<file path="config.mk">
export PLATFORM = sky130hd
export DESIGN_NAME = frontend_top
export DESIGN_NICKNAME = d
export VERILOG_FILES = /design/src/verilog/fe_pkg.sv /design/src/verilog/decode_stage.sv /design/src/verilog/fetch_unit.sv /design/src/verilog/frontend_top.sv /design/src/verilog/ibuffer.sv /design/src/verilog/imem_arbiter.sv /design/src/verilog/inst_mem.sv
export SDC_FILE = /design/constraint.sdc
export NUM_CORES = 2
export LEC_CHECK = 0
export BUFFER_PORTS_ARGS = -buffer_cell sky130_fd_sc_hd__buf_2
export CAP_MARGIN = 5
export CORE_ASPECT_RATIO = 0.7
export CORE_UTILIZATION = 60
export CTS_CLUSTER_DIAMETER = 120
export DETAILED_ROUTE_END_ITERATION = 6
export PLACE_DENSITY = 0.83
export SYNTH_ARGS = -nofsm -noshare
export SYNTH_HDL_FRONTEND = slang
export SYNTH_HIERARCHICAL = 1
export SYNTH_SLANG_ARGS = --single-unit
</file>
<file path="constraint.sdc">
create_clock -name clk_i -period 23.8 [get_ports clk_i]
set_clock_uncertainty 0.2 [all_clocks]
set_input_delay 4.76 -clock clk_i [delete_from_list [all_inputs] [get_ports clk_i]]
set_output_delay 4.76 -clock clk_i [all_outputs]
set_load 0.05 [all_outputs]
</file>
<file path="src/verilog/fe_pkg.sv">
// shared widths, opcodes and instruction formats, referenced by every front-end module
package fe_pkg;

  localparam int unsigned ILEN         = 32;
  localparam int unsigned PLEN         = 32;
  localparam int unsigned FETCH_WIDTH  = 2;
  localparam int unsigned DECODE_WIDTH = 2;
  localparam int unsigned IB_DEPTH     = 8;
  localparam int unsigned MEM_ROWS     = 32;
  localparam int unsigned ROW_AW       = 5;
  // byte offset bits inside one memory row
  localparam int unsigned ROW_OFS_W    = $clog2(FETCH_WIDTH * ILEN / 8);

  localparam logic [6:0] OPC_OP     = 7'b0110011;
  localparam logic [6:0] OPC_OP_IMM = 7'b0010011;

  // one instruction word seen as register-register or as immediate format
  typedef union packed {
    struct packed {
      logic [6:0] funct7;
      logic [4:0] rs2;
      logic [4:0] rs1;
      logic [2:0] funct3;
      logic [4:0] rd;
      logic [6:0] opcode;
    } r_fmt;
    struct packed {
      logic [11:0] imm;
      logic [4:0]  rs1;
      logic [2:0]  funct3;
      logic [4:0]  rd;
      logic [6:0]  opcode;
    } i_fmt;
  } rv_instr_u;

endpackage

</file>
<file path="src/verilog/decode_stage.sv">
// registered two-wide decode of register and immediate fields
module decode_stage (
  input  logic                                              clk_i,
  input  logic                                              rst_ni,
  input  logic                                              flush_i,
  input  logic                                              in_valid_i,
  output logic                                              in_ready_o,
  input  logic [fe_pkg::DECODE_WIDTH-1:0][fe_pkg::ILEN-1:0] in_instrs_i,
  input  logic [fe_pkg::DECODE_WIDTH-1:0][fe_pkg::PLEN-1:0] in_pcs_i,
  input  logic [fe_pkg::DECODE_WIDTH-1:0]                   in_slot_valid_i,
  input  logic                                              dec_ready_i,
  output logic                                              dec_valid_o,
  output logic [fe_pkg::DECODE_WIDTH-1:0]                   dec_slot_valid_o,
  output logic [fe_pkg::DECODE_WIDTH-1:0][fe_pkg::PLEN-1:0] dec_pc_o,
  output logic [fe_pkg::DECODE_WIDTH-1:0][4:0]              dec_rd_o,
  output logic [fe_pkg::DECODE_WIDTH-1:0][4:0]              dec_rs1_o,
  output logic [fe_pkg::DECODE_WIDTH-1:0][4:0]              dec_rs2_o,
  output logic [fe_pkg::DECODE_WIDTH-1:0][fe_pkg::ILEN-1:0] dec_imm_o,
  output logic [fe_pkg::DECODE_WIDTH-1:0]                   dec_is_imm_o
);

  logic [fe_pkg::DECODE_WIDTH-1:0][4:0]              rd_d;
  logic [fe_pkg::DECODE_WIDTH-1:0][4:0]              rs1_d;
  logic [fe_pkg::DECODE_WIDTH-1:0][4:0]              rs2_d;
  logic [fe_pkg::DECODE_WIDTH-1:0][fe_pkg::ILEN-1:0] imm_d;
  logic [fe_pkg::DECODE_WIDTH-1:0]                   is_imm_d;
  logic                                              load;

  assign in_ready_o = !dec_valid_o || dec_ready_i;
  assign load       = in_valid_i && in_ready_o;

  always_comb begin
    fe_pkg::rv_instr_u w;
    for (int i = 0; i < fe_pkg::DECODE_WIDTH; i++) begin
      w           = in_instrs_i[i];
      is_imm_d[i] = (w.i_fmt.opcode == fe_pkg::OPC_OP_IMM);
      rd_d[i]     = w.r_fmt.rd;
      rs1_d[i]    = w.r_fmt.rs1;
      rs2_d[i]    = (w.r_fmt.opcode == fe_pkg::OPC_OP) ? w.r_fmt.rs2 : 5'd0;
      // 12-bit immediate, sign-extended
      imm_d[i]    = is_imm_d[i] ? {{(fe_pkg::ILEN - 12){w.i_fmt.imm[11]}}, w.i_fmt.imm} : '0;
    end
  end

  always_ff @(posedge clk_i or negedge rst_ni) begin
    if (!rst_ni) begin
      dec_valid_o      <= 1'b0;
      dec_slot_valid_o <= '0;
    end else if (flush_i) begin
      dec_valid_o      <= 1'b0;
      dec_slot_valid_o <= '0;
    end else if (in_ready_o) begin
      dec_valid_o      <= in_valid_i;
      dec_slot_valid_o <= in_valid_i ? in_slot_valid_i : '0;
    end
  end

  // fields stay put while downstream stalls
  always_ff @(posedge clk_i) begin
    if (load) begin
      dec_pc_o     <= in_pcs_i;
      dec_rd_o     <= rd_d;
      dec_rs1_o    <= rs1_d;
      dec_rs2_o    <= rs2_d;
      dec_imm_o    <= imm_d;
      dec_is_imm_o <= is_imm_d;
    end
  end

endmodule

</file>
<file path="src/verilog/fetch_unit.sv">
// sequential row fetch with redirect and a holding register that feeds the instruction buffer
module fetch_unit (
  input  logic                                             clk_i,
  input  logic                                             rst_ni,
  input  logic                                             start_i,
  input  logic                                             redirect_i,
  input  logic [fe_pkg::PLEN-1:0]                          redirect_pc_i,
  input  logic                                             gnt_i,
  input  logic                                             rvalid_i,
  input  logic [fe_pkg::FETCH_WIDTH-1:0][fe_pkg::ILEN-1:0] rdata_i,
  input  logic                                             fe_ready_i,
  output logic                                             req_o,
  output logic [fe_pkg::ROW_AW-1:0]                        row_o,
  output logic                                             fe_valid_o,
  output logic [fe_pkg::FETCH_WIDTH-1:0][fe_pkg::ILEN-1:0] fe_instrs_o,
  output logic [fe_pkg::PLEN-1:0]                          fe_pc_o,
  output logic [fe_pkg::FETCH_WIDTH-1:0]                   fe_slot_valid_o
);

  logic                    started_q;
  logic [fe_pkg::PLEN-1:0] pc_q;
  logic [fe_pkg::PLEN-1:0] rsp_pc_q;

  assign row_o = pc_q[fe_pkg::ROW_OFS_W +: fe_pkg::ROW_AW];
  // one read in flight at most, and only into a free or freeing holding register
  assign req_o = started_q && !redirect_i && !rvalid_i && (!fe_valid_o || fe_ready_i);

  always_ff @(posedge clk_i or negedge rst_ni) begin
    if (!rst_ni) begin
      started_q   <= 1'b0;
      pc_q        <= '0;
      fe_valid_o  <= 1'b0;
    end else begin
      started_q <= started_q || start_i;
      if (redirect_i) begin
        pc_q       <= redirect_pc_i;
        fe_valid_o <= 1'b0;
      end else begin
        if (gnt_i) begin
          pc_q        <= {pc_q[fe_pkg::PLEN-1:fe_pkg::ROW_OFS_W] + 1'b1,
                          {fe_pkg::ROW_OFS_W{1'b0}}};
        end
        if (rvalid_i) begin
          fe_valid_o <= 1'b1;
        end else if (fe_ready_i) begin
          fe_valid_o <= 1'b0;
        end
      end
    end
  end

  // holding register masks off slots before the fetch pc
  // a return that meets a redirect is stale and never lands here
  always_ff @(posedge clk_i) begin
    if (gnt_i) begin
      rsp_pc_q <= pc_q;
    end
    if (rvalid_i && !redirect_i) begin
      fe_instrs_o <= rdata_i;
      fe_pc_o     <= {rsp_pc_q[fe_pkg::PLEN-1:fe_pkg::ROW_OFS_W], {fe_pkg::ROW_OFS_W{1'b0}}};
      for (int i = 0; i < fe_pkg::FETCH_WIDTH; i++) begin
        fe_slot_valid_o[i] <= (i >= int'(rsp_pc_q[fe_pkg::ROW_OFS_W-1:2]));
      end
    end
  end

  a_hold_stable: assert property (@(posedge clk_i) disable iff (!rst_ni)
    fe_valid_o && !fe_ready_i && !redirect_i |=> fe_valid_o && $stable(fe_pc_o));

endmodule

</file>
<file path="src/verilog/frontend_top.sv">
// front-end top level, connects memory, arbiter, fetch, buffer and decode
module frontend_top (
  input  logic                                              clk_i,
  input  logic                                              rst_ni,
  input  logic                                              start_i,
  input  logic                                              load_valid_i,
  input  logic [fe_pkg::ROW_AW-1:0]                         load_row_i,
  input  logic [fe_pkg::FETCH_WIDTH-1:0][fe_pkg::ILEN-1:0]  load_data_i,
  output logic                                              load_ready_o,
  input  logic                                              redirect_i,
  input  logic [fe_pkg::PLEN-1:0]                           redirect_pc_i,
  input  logic                                              dec_ready_i,
  output logic                                              dec_valid_o,
  output logic [fe_pkg::DECODE_WIDTH-1:0]                   dec_slot_valid_o,
  output logic [fe_pkg::DECODE_WIDTH-1:0][fe_pkg::PLEN-1:0] dec_pc_o,
  output logic [fe_pkg::DECODE_WIDTH-1:0][4:0]              dec_rd_o,
  output logic [fe_pkg::DECODE_WIDTH-1:0][4:0]              dec_rs1_o,
  output logic [fe_pkg::DECODE_WIDTH-1:0][4:0]              dec_rs2_o,
  output logic [fe_pkg::DECODE_WIDTH-1:0][fe_pkg::ILEN-1:0] dec_imm_o,
  output logic [fe_pkg::DECODE_WIDTH-1:0]                   dec_is_imm_o
);

  logic                                              fetch_req;
  logic                                              fetch_gnt;
  logic                                              fetch_rvalid;
  logic [fe_pkg::ROW_AW-1:0]                         fetch_row;
  logic                                              mem_en;
  logic                                              mem_we;
  logic [fe_pkg::ROW_AW-1:0]                         mem_row;
  logic [fe_pkg::FETCH_WIDTH-1:0][fe_pkg::ILEN-1:0]  mem_wdata;
  logic [fe_pkg::FETCH_WIDTH-1:0][fe_pkg::ILEN-1:0]  mem_rdata;
  logic                                              fe_valid;
  logic                                              fe_ready;
  logic [fe_pkg::FETCH_WIDTH-1:0][fe_pkg::ILEN-1:0]  fe_instrs;
  logic [fe_pkg::PLEN-1:0]                           fe_pc;
  logic [fe_pkg::FETCH_WIDTH-1:0]                    fe_slot_valid;
  logic                                              ibuf_valid;
  logic                                              ibuf_ready;
  logic [fe_pkg::DECODE_WIDTH-1:0][fe_pkg::ILEN-1:0] ibuf_instrs;
  logic [fe_pkg::DECODE_WIDTH-1:0][fe_pkg::PLEN-1:0] ibuf_pcs;
  logic [fe_pkg::DECODE_WIDTH-1:0]                   ibuf_slot_valid;

  imem_arbiter u_imem_arbiter (
    .clk_i, .rst_ni, .load_valid_i, .load_row_i, .load_data_i, .load_ready_o,
    .fetch_req_i (fetch_req), .fetch_row_i (fetch_row), .fetch_gnt_o (fetch_gnt),
    .rvalid_o    (fetch_rvalid),
    .mem_en_o    (mem_en), .mem_we_o (mem_we), .mem_row_o (mem_row),
    .mem_wdata_o (mem_wdata)
  );

  inst_mem u_inst_mem (
    .clk_i, .en_i (mem_en), .we_i (mem_we), .row_i (mem_row),
    .wdata_i (mem_wdata), .rdata_o (mem_rdata)
  );

  fetch_unit u_fetch_unit (
    .clk_i, .rst_ni, .start_i, .redirect_i, .redirect_pc_i,
    .gnt_i (fetch_gnt), .rvalid_i (fetch_rvalid), .rdata_i (mem_rdata),
    .fe_ready_i (fe_ready), .req_o (fetch_req), .row_o (fetch_row),
    .fe_valid_o (fe_valid), .fe_instrs_o (fe_instrs), .fe_pc_o (fe_pc),
    .fe_slot_valid_o (fe_slot_valid)
  );

  // redirect also flushes everything between fetch and the decode outputs
  ibuffer #(.IB_DEPTH (fe_pkg::IB_DEPTH)) u_ibuffer (
    .clk_i, .rst_ni, .flush_i (redirect_i),
    .fe_valid_i (fe_valid), .fe_ready_o (fe_ready), .fe_instrs_i (fe_instrs),
    .fe_pc_i (fe_pc), .fe_slot_valid_i (fe_slot_valid),
    .ibuf_valid_o (ibuf_valid), .ibuf_ready_i (ibuf_ready), .ibuf_instrs_o (ibuf_instrs),
    .ibuf_pcs_o (ibuf_pcs), .ibuf_slot_valid_o (ibuf_slot_valid)
  );

  decode_stage u_decode_stage (
    .clk_i, .rst_ni, .flush_i (redirect_i),
    .in_valid_i (ibuf_valid), .in_ready_o (ibuf_ready), .in_instrs_i (ibuf_instrs),
    .in_pcs_i (ibuf_pcs), .in_slot_valid_i (ibuf_slot_valid), .dec_ready_i,
    .dec_valid_o, .dec_slot_valid_o, .dec_pc_o, .dec_rd_o, .dec_rs1_o, .dec_rs2_o,
    .dec_imm_o, .dec_is_imm_o
  );

endmodule

</file>
<file path="src/verilog/ibuffer.sv">
// instruction FIFO between fetch and decode, compacts groups and bypasses when short
module ibuffer #(
  parameter int unsigned IB_DEPTH = fe_pkg::IB_DEPTH
) (
  input  logic                                              clk_i,
  input  logic                                              rst_ni,
  input  logic                                              fe_valid_i,
  output logic                                              fe_ready_o,
  input  logic [fe_pkg::FETCH_WIDTH-1:0][fe_pkg::ILEN-1:0]  fe_instrs_i,
  input  logic [fe_pkg::PLEN-1:0]                           fe_pc_i,
  input  logic [fe_pkg::FETCH_WIDTH-1:0]                    fe_slot_valid_i,
  output logic                                              ibuf_valid_o,
  input  logic                                              ibuf_ready_i,
  output logic [fe_pkg::DECODE_WIDTH-1:0][fe_pkg::ILEN-1:0] ibuf_instrs_o,
  output logic [fe_pkg::DECODE_WIDTH-1:0][fe_pkg::PLEN-1:0] ibuf_pcs_o,
  output logic [fe_pkg::DECODE_WIDTH-1:0]                   ibuf_slot_valid_o,
  input  logic                                              flush_i
);

  localparam int unsigned PTR_W = $clog2(IB_DEPTH);
  localparam int unsigned CNT_W = $clog2(IB_DEPTH + 1);

  initial assert (IB_DEPTH > 1 && (IB_DEPTH & (IB_DEPTH - 1)) == 0)
    else $fatal(1, "IB_DEPTH must be a power of two");

  logic [fe_pkg::ILEN-1:0] instr_mem [IB_DEPTH];
  logic [fe_pkg::PLEN-1:0] pc_mem    [IB_DEPTH];
  logic [PTR_W-1:0]        wr_ptr_q;
  logic [PTR_W-1:0]        rd_ptr_q;
  logic [CNT_W-1:0]        count_q;

  logic [fe_pkg::FETCH_WIDTH-1:0][fe_pkg::ILEN-1:0] cmp_instrs;
  logic [fe_pkg::FETCH_WIDTH-1:0][fe_pkg::PLEN-1:0] cmp_pcs;
  logic [CNT_W-1:0] cmp_cnt;
  logic [CNT_W-1:0] push_cnt;
  logic [CNT_W-1:0] avail_cnt;
  logic [CNT_W-1:0] out_cnt;
  logic [CNT_W-1:0] pop_cnt;
  logic [CNT_W-1:0] pop_q_cnt;
  logic [CNT_W-1:0] byp_cnt;
  logic [CNT_W-1:0] push_q_cnt;
  logic             fe_fire;

  // squeeze valid slots to the front, pc per slot
  always_comb begin
    cmp_cnt    = '0;
    cmp_instrs = '0;
    cmp_pcs    = '0;
    for (int i = 0; i < fe_pkg::FETCH_WIDTH; i++) begin
      if (fe_slot_valid_i[i]) begin
        cmp_instrs[cmp_cnt] = fe_instrs_i[i];
        cmp_pcs[cmp_cnt]    = fe_pc_i + fe_pkg::PLEN'((fe_pkg::ILEN / 8) * i);
        cmp_cnt             = cmp_cnt + 1'b1;
      end
    end
  end

  // whole group or nothing
  assign fe_ready_o = !flush_i && (CNT_W'(IB_DEPTH) - count_q >= cmp_cnt);
  assign fe_fire    = fe_valid_i && fe_ready_o;
  assign push_cnt   = fe_fire ? cmp_cnt : '0;
  assign avail_cnt  = count_q + push_cnt;
  assign out_cnt    = (avail_cnt > CNT_W'(fe_pkg::DECODE_WIDTH)) ?
                      CNT_W'(fe_pkg::DECODE_WIDTH) : avail_cnt;

  assign ibuf_valid_o = !flush_i && (out_cnt != '0);
  assign pop_cnt      = (ibuf_valid_o && ibuf_ready_i) ? out_cnt : '0;
  // older entries leave first, the rest comes from the incoming group
  assign pop_q_cnt    = (pop_cnt > count_q) ? count_q : pop_cnt;
  assign byp_cnt      = pop_cnt - pop_q_cnt;
  assign push_q_cnt   = push_cnt - byp_cnt;

  always_comb begin
    for (int j = 0; j < fe_pkg::DECODE_WIDTH; j++) begin
      ibuf_slot_valid_o[j] = ibuf_valid_o && (CNT_W'(j) < out_cnt);
      if (CNT_W'(j) < count_q) begin
        ibuf_instrs_o[j] = instr_mem[rd_ptr_q + PTR_W'(j)];
        ibuf_pcs_o[j]    = pc_mem[rd_ptr_q + PTR_W'(j)];
      end else begin
        ibuf_instrs_o[j] = cmp_instrs[CNT_W'(j) - count_q];
        ibuf_pcs_o[j]    = cmp_pcs[CNT_W'(j) - count_q];
      end
    end
  end

  always_ff @(posedge clk_i or negedge rst_ni) begin
    if (!rst_ni) begin
      wr_ptr_q <= '0;
      rd_ptr_q <= '0;
      count_q  <= '0;
    end else if (flush_i) begin
      wr_ptr_q <= '0;
      rd_ptr_q <= '0;
      count_q  <= '0;
    end else begin
      wr_ptr_q <= wr_ptr_q + PTR_W'(push_q_cnt);
      rd_ptr_q <= rd_ptr_q + PTR_W'(pop_q_cnt);
      count_q  <= count_q + push_q_cnt - pop_q_cnt;
    end
  end

  // only the slots not already bypassed get stored
  always_ff @(posedge clk_i) begin
    for (int i = 0; i < fe_pkg::FETCH_WIDTH; i++) begin
      if (!flush_i && (CNT_W'(i) < push_q_cnt)) begin
        instr_mem[wr_ptr_q + PTR_W'(i)] <= cmp_instrs[byp_cnt + CNT_W'(i)];
        pc_mem[wr_ptr_q + PTR_W'(i)]    <= cmp_pcs[byp_cnt + CNT_W'(i)];
      end
    end
  end

  a_no_overflow: assert property (@(posedge clk_i) disable iff (!rst_ni)
    count_q <= CNT_W'(IB_DEPTH));

endmodule

</file>
<file path="src/verilog/imem_arbiter.sv">
// fixed-priority arbiter sharing the instruction memory port between loader and fetch
module imem_arbiter (
  input  logic                                             clk_i,
  input  logic                                             rst_ni,
  input  logic                                             load_valid_i,
  input  logic [fe_pkg::ROW_AW-1:0]                        load_row_i,
  input  logic [fe_pkg::FETCH_WIDTH-1:0][fe_pkg::ILEN-1:0] load_data_i,
  input  logic                                             fetch_req_i,
  input  logic [fe_pkg::ROW_AW-1:0]                        fetch_row_i,
  output logic                                             load_ready_o,
  output logic                                             fetch_gnt_o,
  output logic                                             rvalid_o,
  output logic                                             mem_en_o,
  output logic                                             mem_we_o,
  output logic [fe_pkg::ROW_AW-1:0]                        mem_row_o,
  output logic [fe_pkg::FETCH_WIDTH-1:0][fe_pkg::ILEN-1:0] mem_wdata_o
);

  // loader always wins and its write is taken the same cycle
  assign load_ready_o = load_valid_i;
  assign fetch_gnt_o  = fetch_req_i && !load_valid_i;

  assign mem_en_o    = load_valid_i || fetch_gnt_o;
  assign mem_we_o    = load_valid_i;
  assign mem_row_o   = load_valid_i ? load_row_i : fetch_row_i;
  assign mem_wdata_o = load_data_i;

  // granted fetch read returns one cycle later
  always_ff @(posedge clk_i or negedge rst_ni) begin
    if (!rst_ni) begin
      rvalid_o <= 1'b0;
    end else begin
      rvalid_o <= fetch_gnt_o;
    end
  end

endmodule

</file>
<file path="src/verilog/inst_mem.sv">
// single-port instruction row memory, written by the loader and read by fetch
module inst_mem (
  input  logic                                             clk_i,
  input  logic                                             en_i,
  input  logic                                             we_i,
  input  logic [fe_pkg::ROW_AW-1:0]                        row_i,
  input  logic [fe_pkg::FETCH_WIDTH-1:0][fe_pkg::ILEN-1:0] wdata_i,
  output logic [fe_pkg::FETCH_WIDTH-1:0][fe_pkg::ILEN-1:0] rdata_o
);

  logic [fe_pkg::FETCH_WIDTH-1:0][fe_pkg::ILEN-1:0] rows_q [fe_pkg::MEM_ROWS];

  // read data shows up the cycle after the access
  always_ff @(posedge clk_i) begin
    if (en_i) begin
      if (we_i) begin
        rows_q[row_i] <= wdata_i;
      end else begin
        rdata_o <= rows_q[row_i];
      end
    end
  end

  // the arbiter must never hand over a floating row address
  a_row_known: assert property (@(posedge clk_i) en_i |-> !$isunknown(row_i));

endmodule
</file>
==> reports/qor.csv <==
metric;value;unit
outcome;finished with violations;
violations;DRC;
core-area;193900;um^2
port_buffers;262;
slew_headroom;13.57;%
overflow;0;
p_switching;0.004129;W
stdcell_area;127800;um^2
r2r_start;u_ibuffer/count_q[1];
vias;73330;
syn-instance-count;7274;
max_stage_delay;0.93;ns
layout_min_cycle_time;15.09;ns
p_per_area;101.7;nW/um^2
antenna_found_initial;40;
grt_max_degree;229;
syn2layout_area_growth;8.945;%
via_per_inst;7.295;
chipHeight;372.0;um
worst-r2r-setup-slack;10.97;ns
ios;271;
dpl.hpwl;179200;um
vdd_drop_max;0.1129;mV
drive_above_1_share;15.30;%
slowest_stage;o22ai_4;
cts_setup_buffers;0;
seqPwrFrac;45.6;%
finalSetupViolCount;0;
cp-startpoint;redirect_i;
max-cap-violations;0;
worstReg2RegEnd;u_ibuffer/instr_mem[3][0];
worstPathArrival;15.36;ns
cts.sink_count;2686;
tritoncts;done;
drt-initial-drc-count;12370;
die_w;530.5;um
synth_area;117300;um^2
power.share.clock;29.2;%
synth_area_per_cell;16.13;um^2
root_buffer;clkbuf_16;
whs;0.1475;ns
grt_pass1_vias;70710;
clock_path_buffers;4;
p_int;0.008868;W
setup_tns;0;ns
ctsHoldBuffers;0;
insertion_delay;0.92;ns
synth-warning-count;6;
rsz0062_at_grt;no;
htree_levels;4;
dieArea;197300;um^2
place_area;120300;um^2
critPathLaunchType;input pin;
p_comb_share;25.2;%
worstHoldPathType;reg -> reg;
grt.total_usage;33.15;%
cp-end-kind;register;
drv_slew;0;
hold_viol;0;
ant_nets;0;
fmax;66.26;MHz
post_drt_wl_per_cell;33.21;um
crit_type;in -> reg;
start_util;60.51;%
cp.required;24.07;ns
rows;135;
period_share;63.41;%
p_sw_share;31.77;%
routed_wl;333900;um
ctsResizeCount;0;
drc_errors;35;
final_net_count;7384;
critPathCapture;u_ibuffer/instr_mem[3][0];
worst_pin_slew;1.293;ns
path_max_fanout;43;
gp_congestion;0.9159;
p_leak;43.47;nW
clk_pin_slew;0.07;ns
drt_first_pass_iters;7;
reg2reg_depth;36;
cts_buffers;240;
grt_pass1_wl;471600;um
-- per-layer routing --
layer	GRT usage (%)	vias to the layer above	part of all wire, %
li1	-	29200	-
met1	45.25	36310	35
met2	48.50	6598	43
met3	11.97	1195	17
met4	13.60	30	4.6
met5	0.6545	-	0.12
-- worst min path at each step --
stage | from | end | slack (ns) | cells past startpoint
final | u_inst_mem/rdata_o[11] | u_fetch_unit/fe_instrs_o[11] | 0.15 | 0
after global placement | u_inst_mem/rdata_o[2] | u_fetch_unit/fe_instrs_o[2] | 0.20 | 0
after global routing | u_inst_mem/rdata_o[11] | u_fetch_unit/fe_instrs_o[11] | 0.18 | 0
after CTS | u_inst_mem/rdata_o[11] | u_fetch_unit/fe_instrs_o[11] | 0.17 | 0
after detailed placement | u_inst_mem/rdata_o[39] | u_fetch_unit/fe_instrs_o[39] | 0.20 | 0
after floorplan | u_inst_mem/rdata_o[0] | u_fetch_unit/fe_instrs_o[0] | 0.20 | 0
-- stage by stage --
step	util (%)	cells	total power [W]	setup slack [ns]
after CTS	65.90	10040	0.01287	9.180
final	65.92	10050	0.01300	8.708
after global placement	62.03	9608	0.009055	8.354
after detailed placement	62.03	9608	0.009145	8.356
after global routing	65.92	10050	0.01329	8.354
after floorplan	-	7276	0.008188	5.743
-- power groups by stage --
stage	combinational (W)	clock [W]	sequential (W)
2_1_floorplan	0.00198	0	0.00621
3_3_place_gp	0.00308	0	0.00598
3_5_place_dp	0.00313	0	0.00601
4_1_cts	0.00315	0.00381	0.00591
5_1_grt	0.00336	0.00398	0.00595
6_report	0.00328	0.00379	0.00593
-- layout make-up --
cell class / count / area (um^2)
Multi-Input combinational cell: 3853 / 33840
Sequential cell: 2686 / 80440
Timing Repair Buffer: 424 / 2590
Antenna cell: 11 / 27.53
Clock inverter: 150 / 1321
Inverter: 44 / 165.2
Fill cell: 12540 / 66090
Clock buffer: 282 / 6185
Tap cell: 2603 / 3257
-- worst max-delay path: cells and delay by family --
kind,cells,cell delay (ns)
xor+xnor,3,0.65
fa+ha+maj,5,1.54
compound gates,11,4.09
buf+inv,7,2.32
simple gates,9,1.87
-- flip-flops by register name (all words and copies together), names as in the netlist, 2 cells and up --
signal	cells
u_decode_stage/dec_imm_o	24
u_decode_stage/dec_pc_o	64
u_fetch_unit/fe_instrs_o	58
u_fetch_unit/rsp_pc_q	30
u_decode_stage/dec_is_imm_o	2
u_fetch_unit/pc_q	30
u_decode_stage/dec_slot_valid_o	2
u_ibuffer/instr_mem	232
u_decode_stage/dec_rd_o	10
u_fetch_unit/fe_pc_o	29
u_ibuffer/count_q	4
u_inst_mem/rows_q	1856
u_ibuffer/pc_mem	256
u_inst_mem/rdata_o	58
u_ibuffer/rd_ptr_q	3
u_decode_stage/dec_rs1_o	10
u_decode_stage/dec_rs2_o	10
u_ibuffer/wr_ptr_q	3
-- cells in the final DEF, fill, tap and decap left out, types with 125 or more instances in the layout --
| cell type | instances |
|---|---|
| buf_2 | 262 |
| buf_4 | 157 |
| clkbuf_16 | 241 |
| edfxtp_1 | 2640 |
| mux2i_1 | 1364 |
| mux4_2 | 244 |
| nand2_1 | 298 |
| nor4_1 | 125 |
| o21ai_0 | 167 |
| o22ai_1 | 503 |
No activity file was read; power rests on OpenSTA's default activity.
